`config.mk`:
```
export PLATFORM = sky130hd
export DESIGN_NAME = sample_timer
export DESIGN_NICKNAME = d
export VERILOG_FILES = /design/src/verilog/sample_timer.sv
export SDC_FILE = /design/constraint.sdc
export NUM_CORES = 1
export LEC_CHECK = 0
export ABC_AREA = 1
export BUFFER_PORTS_ARGS = -buffer_cell sky130_fd_sc_hd__buf_2
export CAP_MARGIN = 20
export CELL_PAD_IN_SITES_DETAIL_PLACEMENT = 1
export CELL_PAD_IN_SITES_GLOBAL_PLACEMENT = 1
export CORE_MARGIN = 4
export CORE_UTILIZATION = 35
export DETAILED_ROUTE_END_ITERATION = 16
export GPL_TIMING_DRIVEN = 0
export PLACE_DENSITY = 0.66
export SYNTH_ARGS = -nofsm -noshare
export SYNTH_HDL_FRONTEND = slang
export SYNTH_SLANG_ARGS = --single-unit
```
`constraint.sdc`:
```
create_clock -name sys_clk -period 1.6 [get_ports sys_clk]
set_input_delay 0.32 -clock sys_clk [delete_from_list [all_inputs] [get_ports sys_clk]]
set_output_delay 0.32 -clock sys_clk [all_outputs]
set_load 0.05 [all_outputs]
```
`src/verilog/sample_timer.sv`:
```
`timescale 1ns/100ps

module sample_timer #(
    parameter int SAMPLE_PERIOD = 500000
) (
    input  logic sys_clk,
    input  logic rst,
    output logic tick
);
    localparam int CNT_W = (SAMPLE_PERIOD > 1) ? $clog2(SAMPLE_PERIOD) : 1;
    localparam logic [CNT_W-1:0] CNT_TOP = CNT_W'(SAMPLE_PERIOD - 1);

    logic [CNT_W-1:0] count;

    assign tick = (count == CNT_TOP);  // one cycle per period

    always_ff @(posedge sys_clk) begin
        if (rst) begin
            count <= '0;
        end else if (tick) begin
            count <= '0;
        end else begin
            count <= count + 1'b1;
        end
    end

    a_tick_single: assert property (@(posedge sys_clk) disable iff (rst)
        (SAMPLE_PERIOD > 1) && tick |=> !tick);

endmodule

```
# == Word level (Yosys, flattened, before mapping) ==
# Index checks and enable logic that the tools add are counted.
# op_classes
n_addsub,1
n_eq_ne,1
reduce_logical,1
# ops
cell,count
$add A19 B1 Y19 const B,1
$eq A19 B19 Y1 const B,1
$reduce_or A2 Y1,1
# totals
reg_bits,19
word_cells,4

# == Depth between registers and ports, before layout ==
# Gate-level depths: netlist of the first run.
# depth
depth_word,2
mapped_depth,8

# == Least setup slack after synthesis of the first run ==
# Ideal clock, no wire load.
# synth_path
kind,register to output
from,register count[0]
to,output tick
t_arrival_ns,1.560
setup_slack_ns,-0.280
stages_incl_launch_ff,6
cell_sequence,dfxtp_1 -> ha_1 -> nand2_2 -> nor2_4 -> nand3_4 -> nor2_1
# synth_via
elab_chain_cells,1
# synth_lines
item,line_no,text
from (decl),13,logic [CNT_W-1:0] count;
from (signal assigned),23,count <= count + 1'b1;
$eq A19 B19 Y1,15,assign tick = (count == CNT_TOP);
to (decl),8,output logic tick
# Every way passes these cells.

# == Worst setup path after layout of the first run ==
# Ends and elaborated chain as after synthesis.

==> results of run 1 <==
cells in the mapped netlist, drive strengths merged:
cell,n
dfxtp,19
nand3,10
buf,1
nor2,45
nand2,37
o21ai,2
xnor2,2
o21bai,2
nand4,4
inv,20
xor2,9
ha,1
cell families after synthesis:
group           count (synthesis)
fa+ha+maj                       1
xor+xnor                       11
simple gates                   96
buf+inv                        21
flops                          19
compound gates                  4
how the worst min path moves through the flow:
stage	endpoint	slack [ps]	cells past startpoint
floorplan	count[0]$_SDFF_PP0_	430	1
global placement	count[0]$_SDFF_PP0_	450	1
detailed placement	count[0]$_SDFF_PP0_	450	1
CTS	count[15]$_SDFF_PP0_	260	4
global route	count[15]$_SDFF_PP0_	290	4
finish	count[15]$_SDFF_PP0_	280	4
critical path, cell delays in order, from the launching register on:
cell     delay, ps
dfxtp_2        370
ha_4           160
nand2_4         50
nor2_4         120
nand3_4        100
nor2_4         120
buf_8          150
layout make-up:
type	instances	area [um2]
clock inverters	1	5.005
fillers	368	1531
clock buffers	3	22.52
repair buffers	14	110.1
plain buffers	1	11.26
flip-flops and latches	19	385.4
inverters	20	75.07
well taps	31	38.79
multi-input cells	112	578.1
per-layer routing:
metal | vias up | GRT usage (%) | wire, um
met5 | - | 0 | 0
met4 | 0 | 2.727 | 17
met3 | 2 | 4.959 | 51
met2 | 5 | 25.71 | 1258
met1 | 437 | 19.01 | 1087
li1 | 499 | - | -
report_power, final:
part	total, mW	internal, mW	switching, mW
clock	0.241	0.0931	0.148
sequential	0.488	0.480	0.00772
combinational	0.0494	0.0282	0.0213
total	0.779	0.601	0.177
repair_timing:
item	in CTS	in global routing
endpoints found under the setup margin	11	12
pin swaps	3	4
resized for setup	8	3
setup buffers	7	5
gates cloned	0	0
hold buffers	0	0
metrics by stage:
step | area [um2] | setup slack (ps) | std cells
finish | 1226 | -95.72 | 201
global route | 1226 | -190.9 | 201
CTS | 1180 | -155.1 | 196
detailed placement | 1074 | -83.16 | 185
global placement | 1074 | -42.86 | 185
floorplan | 1025 | 111.0 | 152
cells in the final DEF, fill, tap and decap left out, types with 2 or more instances in the layout:
cell type   n
dfxtp_2     4
o21ai_0     2
dfxtp_1    15
inv_1      20
nand3_1     9
buf_4      12
nand2_1    36
nor2_1     42
nand4_1     4
nor2_4      2
xnor2_1     2
clkbuf_4    3
xor2_1      9
==> results.txt, run 1 <==
After clock tree synthesis, the clock-pin slew on the worst setup and hold paths is 110 ps. Setup repair after global routing could not meet its margin everywhere. The number of antenna diodes in the final layout is 0. dfxtp_1 takes more of the synthesized area than any other cell. The final cell utilization of the core came out at 44.46%. The worst-skew pair later-pin latency came out at 300 ps.

The startpoint of the most critical hold path is rst. The total congestion overflow is 0. The flow ran to the end, but the final reports show violations.

Timing would allow up to 589.7 MHz. The die area came out at 3833 um2. The number of register bits inferred by synthesis is 19.

STA puts the critical path data required time at 1280 ps. The floorplan row count came out at 19. The number of DRC violations after detailed routing came out at 0. The endpoint of the most critical register-to-register path is count[8]$_SDFF_PP0_. The overall power consumption is 0.7786 mW. Global routing consumed, over all layers together, 15.18% of the routing resources.

After synthesis, the largest area contributor takes up 37.39% of total cell area. The final number of hold-violating endpoints is 0. Counting cells, the worst reg-to-reg path comes to 8.

The TritonCTS clock tree is yes. The worst register-to-register path begins at count[0]$_SDFF_PP0_. Dividing total power by cell area gives a power density of 635.0 nW/um2. The slew at the pin closest to its max-slew limit came out at 266.0 ps. The fraction of layout instances using a drive strength above 1 is 17.65%. The yosys synthesis warning count is 0. The number of optimization iterations in the first detailed-route pass is 4. The via count of the first global-routing pass is 947. The half-perimeter wire length after detailed placement came out at 1869 um. The wire length of the first global-routing pass came out at 4215 um. The number of library cell types mapped by synthesis came out at 16.

The arrival time reported for the critical path endpoint is 1380 ps. The area growth from synthesis to layout is 20.54%. Adding up every negative setup slack in the final design gives -95.72 ps.

Each instance of the synthesized netlist takes up on average 6.692 um2. The final number of max-transition violations came out at 0. The register with the most flip-flops in the layout has 19 of them. The clock drives 19 sinks.

Of all nets on the critical path, the largest fanout is 2. The die boundary width is 61.91 um. The number of antenna violations at the first check in global routing is 0. The minimum clock period came out at 1696 ps.

In this run the tightest slew margin relative to its limit is 82.20%. The checks that failed: negative setup slack. The proportion of synthesized chip area in sequential cells came out at 37.39%.

The xor/xnor share of the synthesized area came out at 9.471%. After synthesis, the cell types taking the most area are dfxtp_1 37%, nor2_1 16%, nand2_1 13%. Final hold analysis gives a worst-case slack of 281.1 ps. The number of port buffers came out at 2. The worst setup path is launched from a flip-flop.

The mux share of post-synthesis cell area is 0%. The setup slack of the worst register-to-register path is 80 ps. After layout, the worst setup slack is -95.72 ps. The net count after synthesis came out at 155. Using the TritonRoute via totals, the vias-per-cell ratio works out to 4.692. The standard cell core area is 2758 um2.

The number of nets at the end of the flow came out at 174. In the final routed layout, each cell accounts on average for 12.01 um. The worst voltage drop across the vdd grid is 382.3 uV. In this run the worst hold path is classified as input pin to flip-flop. The clock root buffer is clkbuf_4. The weighted congestion at the end of routability-driven global placement came out at 0.7212.

The I/O pin total is 3. The final cycle utilization of the critical path is 106.0%. The critical path ends at tick. The setup path with the least slack is of type flip-flop to primary output. The simple-gate portion of the synthesized area is 39.85%.

The detailed router placed 943 vias in this run. The number of violations of the max-capacitance limit is 0. The number of buffers added by the clock tree synthesis step came out at 3. The die outline height is 61.91 um.

The number of antenna-violating nets in the routed design is 0. Entering global routing, the biggest net connects 12 pins. The H-tree depth came out at 1.

The violation count after the first detailed-routing iteration is 42. The most critical setup path has its startpoint at count[0]$_SDFF_PP0_. STA classifies the critical path endpoint as a primary output. The synthesized cell area came out at 1017 um2. The worst setup skew after layout came out at 8.705 ps. The starting utilization of the core area is 36.89%. The synthesized netlist devotes 3.567% of its cell area to compound gates. The static leakage came out at 0.4554 nW. The cell count after synthesis came out at 152. The largest registers in the layout are count: 19 flops. The number of failing setup endpoints in the final timing report came out at 1. The register with the most flip-flops is count. The area share of fa/ha/maj cells after synthesis is 1.230%. The maximum number of buffers from clock root to sink is 2. The dominant combinational cell family by area after synthesis is simple AND/OR/NAND/NOR gates.

The total wire length after detailed routing came out at 2415 um.
No activity file was read; power rests on OpenSTA's default activity.
==> run 2: changes to the inputs <==
- CORE_UTILIZATION: 35 -> 42
- PLACE_DENSITY: 0.66 -> 0.77
==> run 2 against run 1 <==
  * The flow still finishes with violations (negative setup slack)
  * Via count rose by 9.5%
  * Clock power rose by 6%
  * Combinational power rose by 31%
  * Non-clock buffer count rose by 3
  * Sequential share of layout area fell by 0.42 points
  * Power rose by 4.0%
  * Worst setup slack got worse by 39 ps
  * Critical endpoint unchanged
==> results.txt, run 2 (synthesis results as in run 1) <==
The number of optimization iterations in the first detailed-route pass came out at 4 (unchanged). RSZ-0062 raised after global routing: yes (unchanged). The static leakage is 0.4712 nW (was 0.4554 nW).

Violations in the final reports: negative setup slack (unchanged). The starting utilization of the core area was 45.12% (was 36.89%). The switching part of the total is 24.59% (was 22.76%).

The average detailed-routed wire length per instance is 15.16 um (was 12.01 um). The number of buffers added by the clock tree synthesis step came out at 3 (unchanged). The relative slew slack is 79.61% (was 82.20%).

The type of destination of the critical path is a primary output (unchanged). The I/O pin total is 3 (unchanged). The die outline height is 57.22 um (was 61.91 um). Commonest non-fill, non-tap cells in the layout: 41 x nor2_1, 36 x nand2_1, 20 x inv_1, 14 x buf_4, 12 x dfxtp_1 (was 42 x nor2_1, 36 x nand2_1, 20 x inv_1, 15 x dfxtp_1, 12 x buf_4). The number of flip-flops under the largest register name came to 19 (unchanged). The mean number of vias per cell is 5.139 (was 4.692). The post-placement setup slack is -73.46 ps (was -83.16 ps). Critical path, cell by cell: ha_4 -> nand2_4 -> nor2_4 -> nand3_4 -> nor2_4 -> buf_8 (unchanged). Top Registers: count: 19 flops (unchanged). The cell with the largest stage delay on the worst path is dfxtp_2 (unchanged). The clock net sink count was 19 (unchanged). The clock share of power came out at 31.5% (was 31.0%). The fraction of layout instances using a drive strength above 1 came out at 21.39% (was 17.65%). The clock root buffer was clkbuf_4 (unchanged). The worst-skew pair later-pin latency came to 310 ps (was 300 ps). The number of DRC violations after detailed routing was 0 (unchanged). The arrival time reported for the critical path endpoint was 1420 ps (was 1380 ps). The number of gates on the worst path with buffers counted is 6 (unchanged). The post-cts hold buffer count is 0 (unchanged). The cell internal power dissipation is 0.6105 mW (was 0.6014 mW).

The power per cell area is 645.1 nW/um2 (was 635.0 nW/um2). The H-tree depth is 1 (unchanged). The post-detailed-placement cell area came out at 1070 um2 (was 1074 um2). The final design instance area without fill came out at 1255 um2 (was 1226 um2). The maximum number of buffers from clock root to sink is 2 (unchanged). The data required time of the critical path came out at 1280 ps (about the same). The total wire length after detailed routing is 3047 um (was 2415 um). The floorplan row count was 17 (was 19). The net switching power figure is 0.1991 mW (was 0.1773 mW).

The sequential standard cell area came out at 389.1 um2 (was 385.4 um2). The number of cells on the worst hold path was 4 (unchanged). The worst reg2reg path depth came out at 9 (was 8). The number of antenna-violating nets in the routed design came out at 0 (unchanged). The family with the most delay on the worst path is flip-flops (was simple AND/OR/NAND/NOR gates).

The clock-pin slew of the registers on the worst-case setup and hold paths came to 120 ps (was 110 ps). The number of violations of the max-capacitance limit is 0 (unchanged). The final number of hold-violating endpoints came out at 0 (unchanged).

The total congestion overflow is 0 (unchanged). The via count of the first global-routing pass came out at 972 (was 947). The slew at the pin closest to its max-slew limit is 304.7 ps (was 266.0 ps). The count of buffering cells on the critical path with inverters included came out at 1 (unchanged). The die area is 3274 um2 (was 3833 um2).

The number of antenna violations at the first check in global routing is 0 (unchanged). Run status: finished, violations left (unchanged). The minimum clock period is 1735 ps (was 1696 ps). The final cycle utilization of the critical path came out at 108.4% (was 106.0%).

The total global routing track utilization is 16.55% (was 15.18%). The fraction of power consumed by combinational cells came out at 8.0% (was 6.3%). The area added between synthesis and finish came out at 23.37% (was 20.54%).

The number of port buffers came out at 2 (unchanged). The die boundary width came out at 57.22 um (was 61.91 um). The weighted congestion at the end of routability-driven global placement came out at 0.7047 (was 0.7212). The worst setup skew after layout is 13.74 ps (was 8.705 ps). The library cell appearing most often on the critical path is nor2_4 (unchanged).

The worst-case setup margin in the final layout is -135.0 ps (was -95.72 ps). The wire length of the first global-routing pass came out at 4236 um (was 4215 um). The kind of path behind the tightest hold check is input pin to flip-flop (unchanged).

The antenna diode count is 0 (unchanged). The total of fill cells in the finished design is 313 (was 368). The sequential power share came out at 60.5% (was 62.7%).

The number of nets at the end of the flow is 177 (was 174). The area taken by multi-input logic gates came to 580.6 um2 (was 578.1 um2). The half-perimeter wire length after detailed placement was 1778 um (was 1869 um). The register with the most flip-flops was count (unchanged). The overall via count from detail_route is 1033 (was 943). The sort of element at the start of the critical path is a flip-flop (unchanged).

The worst voltage drop across the vdd grid came to 450.7 uV (was 382.3 uV). The pin count of the biggest net entering global routing came out at 12 (unchanged). The critical path class is flip-flop to primary output (unchanged).

The maximum clock frequency came to 576.4 MHz (was 589.7 MHz). The final number of max-transition violations is 0 (unchanged). The number of failing setup endpoints in the final timing report is 19 (was 1). The standard cell core area is 2255 um2 (was 2758 um2). The violation count after the first detailed-routing iteration is 42 (unchanged).

The largest incremental delay on the critical path came out at 390 ps (was 370 ps). The TritonCTS clock tree is yes (unchanged). The most common cell after layout, fill and taps aside was nor2_1 (unchanged). The largest fanout of any net on the critical path came out at 2 (unchanged).
==> run 2: changes by cell type in the layout (fill, tap and decap cells not counted) <==
cell,delta
buf_6,+1
nor2_2,+1
dfxtp_1,-3
nor2_1,-1
buf_4,+2
dfxtp_2,+3
==> run 2: layout make-up <==
class | count | area share [%]
Multi-Input combinational cell | 112 | 46.26
Sequential cell | 19 | 31.01
Timing Repair Buffer | 17 | 10.87
Inverter | 20 | 5.982
Tap cell | 28 | 2.792
Clock buffer | 3 | 1.795
Buffer | 1 | 0.8973
Clock inverter | 1 | 0.3988
==> run 2: timing repair <==
action,4_1_cts,5_1_grt
buffers inserted,7,7
gates cloned,0,1
setup endpoints to repair,11,11
resized for setup,8,9
pin swaps,4,3
==> run 2: power by group through the flow <==
stage / Combinational (mW) / Sequential (mW) / Clock (mW)
after floorplan: 0.0223 / 0.495 / 0
after global placement: 0.0275 / 0.496 / 0
after detailed placement: 0.0293 / 0.497 / 0
final: 0.0649 / 0.490 / 0.255
after global routing: 0.0703 / 0.491 / 0.283
after CTS: 0.0408 / 0.488 / 0.262
==> run 2: per-stage QoR <==
| stage | cells | hold WS (ps) | utilization, % | power [mW] | TNS [ps] |
|---|---|---|---|---|---|
| 6_report | 201 | 252.3 | 55.66 | 0.8096 | -984.6 |
| 5_1_grt | 201 | 262.3 | 55.66 | 0.8440 | -2141 |
| 4_1_cts | 193 | 242.1 | 52.22 | 0.7904 | -154.4 |
| 3_5_place_dp | 182 | 464.0 | 47.45 | 0.5259 | -241.4 |
| 3_3_place_gp | 182 | 443.5 | 47.45 | 0.5235 | -47.76 |
| 2_1_floorplan | 152 | 429.8 | - | 0.5176 | 0 |
==> run 2: path summary, 6_finish.rpt <==
check                             from              endpoint  slack [ps]
setup / recovery   count[1]$_SDFF_PP0_                  tick        -140
hold / removal                     rst  count[15]$_SDFF_PP0_         250
setup reg to reg   count[1]$_SDFF_PP0_   count[2]$_SDFF_PP0_         -80
hold reg to reg   count[16]$_SDFF_PP0_  count[16]$_SDFF_PP0_         550
==> run 2: tightest hold or removal path, stage by stage <==
cell and delay [ps]:
buf_2 90, nor2_1 40, nand2_1 40, inv_1 40
==> run 2: per-layer routing <==
layer,wire (um),share of wire [%],vias up,track usage [%]
met4,87,2.9,0,6.954
met5,0,0,-,0
met1,1386,45,497,21.61
met3,73,2.4,11,2.036
met2,1501,49,21,27.41
li1,-,-,504,-
==> run 3: changes to the inputs <==
==> constraint.sdc (replaced) <==
create_clock -name sys_clk -period 1.6 [get_ports sys_clk]
set_input_delay 0.08 -clock sys_clk [delete_from_list [all_inputs] [get_ports sys_clk]]
set_output_delay 0.08 -clock sys_clk [all_outputs]
set_load 0.05 [all_outputs]
==> run 3 against run 2 <==
  * The run now ends clean
  * Global-route usage is 0.70 points lower
  * Final cell count shrank 6.5%
  * Hold slack worse by 240 ps
  * Flip-flop and latch count stayed put
  * Register-to-register slack improved by 240 ps
  * Clock-buffer cell count stayed put
  * Fmax rose by 15%
  * Wire length decreased by 28%
  * Core utilization is 5.0 points lower
  * Critical path depth fell by 1
  * Sequential power barely moved
  * Largest cell class unchanged
  * Largest power group unchanged
  * Highest routed layer unchanged
==> results.txt, run 3 (synthesis results as in run 1) <==
Run status: completed (was finished, violations left). The setup slack of the worst register-to-register path is 160 ps (was -80 ps). The violation count after the first detailed-routing iteration came to 13 (was 42). The register with the most flip-flops was count (unchanged).

RSZ-0062 raised after global routing: no (was yes). The static leakage was 0.3925 nW (was 0.4712 nW). The final number of max-transition violations is 0 (unchanged). The switching part of the total came to 23.55% (was 24.59%). The startpoint of the most critical setup path is count[4]$_SDFF_PP0_ (was count[1]$_SDFF_PP0_). The die boundary width came to 57.22 um (unchanged).

The number of optimization iterations in the first detailed-route pass came out at 4 (unchanged). The via count of the first global-routing pass came to 938 (was 972). The number of port buffers is 2 (unchanged). The most common cell after layout, fill and taps aside is nor2_1 (unchanged).

The number of flip-flops under the largest register name was 19 (unchanged). The H-tree depth came out at 1 (unchanged). The worst-skew pair later-pin latency is 310 ps (about the same).

The clock root buffer is clkbuf_4 (unchanged). The cell with the largest stage delay on the worst path is dfxtp_1 (was dfxtp_2). The die outline height is 57.22 um (unchanged). The total wire length after detailed routing came out at 2204 um (was 3047 um). The die area is 3274 um2 (unchanged). The weighted congestion at the end of routability-driven global placement is 0.7047 (unchanged). The mean number of vias per cell is 4.739 (was 5.139).

The source of the worst register-to-register timing path is count[4]$_SDFF_PP0_ (was count[1]$_SDFF_PP0_). The kind of path behind the tightest hold check is input pin to flip-flop (unchanged). The clock net sink count came out at 19 (unchanged).

The startpoint of the most critical hold path is rst (unchanged). The total congestion overflow came out at 0 (unchanged). The worst-case setup margin in the final layout is 91.09 ps (was -135.0 ps). The antenna diode count came to 0 (unchanged).

The total of fill cells in the finished design came out at 315 (was 313). The final number of hold-violating endpoints was 0 (unchanged). The minimum clock period came to 1509 ps (was 1735 ps). The final setup TNS is 0 ps (was -984.6 ps). The data required time of the critical path came out at 1520 ps (was 1280 ps). The fraction of layout instances using a drive strength above 1 is 12.50% (was 21.39%). The arrival time reported for the critical path endpoint is 1430 ps (was 1420 ps). The average detailed-routed wire length per instance came out at 11.72 um (was 15.16 um). The critical path class was flip-flop to primary output (unchanged). The sequential power share came out at 63.1% (was 60.5%). The largest fanout of any net on the critical path is 4 (was 2). The number of buffers added by the clock tree synthesis step is 3 (unchanged). The sort of element at the start of the critical path is a flip-flop (unchanged). The clock share of power is 32.4% (was 31.5%). The starting utilization of the core area came to 45.12% (unchanged).

The I/O pin total is 3 (unchanged). The type of destination of the critical path was a primary output (unchanged). The number of failing setup endpoints in the final timing report came to 0 (was 19). The number of violations of the max-capacitance limit came out at 0 (unchanged).

The largest incremental delay on the critical path came out at 430 ps (was 390 ps). The power per cell area came out at 677.9 nW/um2 (was 645.1 nW/um2). The maximum number of buffers from clock root to sink is 2 (unchanged).

The cell internal power dissipation is 0.5914 mW (was 0.6105 mW). Top Registers: count: 19 flops (unchanged). Critical path, cell by cell: nand2_1 -> nor2_1 -> nand3_4 -> nor2_4 -> buf_8 (was ha_4 -> nand2_4 -> nor2_4 -> nand3_4 -> nor2_4 -> buf_8).

The net switching power figure is 0.1822 mW (was 0.1991 mW). The post-placement setup slack came to -24.38 ps (was -73.46 ps). The total global routing track utilization was 15.85% (was 16.55%). The wire length of the first global-routing pass is 4064 um (was 4236 um).

The number of nets at the end of the flow came out at 164 (was 177). The worst reg2reg path depth came out at 6 (was 9). The number of antenna violations at the first check in global routing was 0 (unchanged). The relative slew slack is 80.72% (was 79.61%).

The slew at the pin closest to its max-slew limit came to 288.1 ps (was 304.7 ps). The standard cell core area came out at 2255 um2 (unchanged). The worst setup skew after layout came out at 9.345 ps (was 13.74 ps). The worst voltage drop across the vdd grid is 465.0 uV (was 450.7 uV).

The floorplan row count is 17 (unchanged). The half-perimeter wire length after detailed placement is 1778 um (unchanged). The overall via count from detail_route was 891 (was 1033).

The final cycle utilization of the critical path was 94.31% (was 108.4%). The fraction of power consumed by combinational cells is 4.5% (was 8.0%). The number of cells on the worst hold path is 4 (unchanged). The endpoint of the most critical register-to-register path is count[10]$_SDFF_PP0_ (was count[2]$_SDFF_PP0_). The area added between synthesis and finish is 12.18% (was 23.37%). The TritonCTS clock tree was yes (unchanged). The maximum clock frequency is 662.7 MHz (was 576.4 MHz). The pin count of the biggest net entering global routing came out at 12 (unchanged).

The destination of the worst hold path was count[15]$_SDFF_PP0_ (unchanged). The number of antenna-violating nets in the routed design came out at 0 (unchanged). The number of DRC violations after detailed routing was 0 (unchanged). Commonest non-fill, non-tap cells in the layout: 43 x nor2_1, 36 x nand2_1, 20 x inv_1, 14 x dfxtp_1 (was 41 x nor2_1, 36 x nand2_1, 20 x inv_1, 14 x buf_4, 12 x dfxtp_1). The clock-pin slew of the registers on the worst-case setup and hold paths came out at 120 ps (about the same).
[run 3: cell types whose count changed in the layout (fill, tap and decap cells not counted), sizes merged]
cell	delta
buf	-13
[run 3: critical path, delay by kind of cell (launching register included)]
family	cells	cell delay, ps
DFF	1	430
and+or+nand+nor	4	530
buffers and inverters	1	160
[run 3: power groups by stage]
stage               combinational, mW  clock (mW)  sequential (mW)
finish                         0.0351       0.250            0.488
global route                   0.0413       0.282            0.489
CTS                            0.0332       0.262            0.486
detailed placement             0.0293           0            0.497
global placement               0.0275           0            0.496
floorplan                      0.0223           0            0.495
[run 3: repair_timing]
item / 4_1_cts / 5_1_grt
hold buffers: 0 / 0
endpoints found under the setup margin: 11 / 2
resized for setup: 6 / 4
buffers inserted: 2 / 0
pin swaps: 1 / 2
[run 3: worst max path at each step]
stage	end	slack, ps	cells past startpoint
floorplan	count[15]$_SDFF_PP0_	170	8
finish	tick	90	5
global route	tick	0.1	5
detailed placement	count[10]$_SDFF_PP0_	-20	7
global placement	count[0]$_SDFF_PP0_	20	7
CTS	tick	10	6
[run 3: per-layer routing]
metal | part of all wire (%) | vias to the layer above | global-route usage (%)
li1 | - | 480 | -
met1 | 51 | 402 | 20.66
met2 | 45 | 4 | 26.10
met3 | 1.2 | 5 | 2.036
met4 | 2.4 | 0 | 6.954
met5 | 0 | - | 0
[run 3: layout make-up]
cell class | instances | area [um2] | area share [%]
inverter | 20 | 75.07 | 6.579
timing repair buffer | 4 | 35.03 | 3.070
sequential | 19 | 386.6 | 33.88
clock inverter | 1 | 5.005 | 0.4386
multi-input combinational | 112 | 570.5 | 50.00
clock buffer | 3 | 22.52 | 1.974
buffer | 1 | 11.26 | 0.9868
tap | 28 | 35.03 | 3.070
[run 3: metrics by stage]
| stage | hold slack [ps] | utilization, % | area [um2] | instances | power (mW) |
|---|---|---|---|---|---|
| detailed placement | 341.1 | 47.45 | 1070 | 182 | 0.5259 |
| floorplan | 220.8 | - | 1025 | 152 | 0.5176 |
| CTS | 4.333 | 50.00 | 1127 | 188 | 0.7813 |
| global route | 9.873 | 50.61 | 1141 | 188 | 0.8123 |
| global placement | 324.4 | 47.45 | 1070 | 182 | 0.5235 |
| finish | 7.398 | 50.61 | 1141 | 188 | 0.7736 |
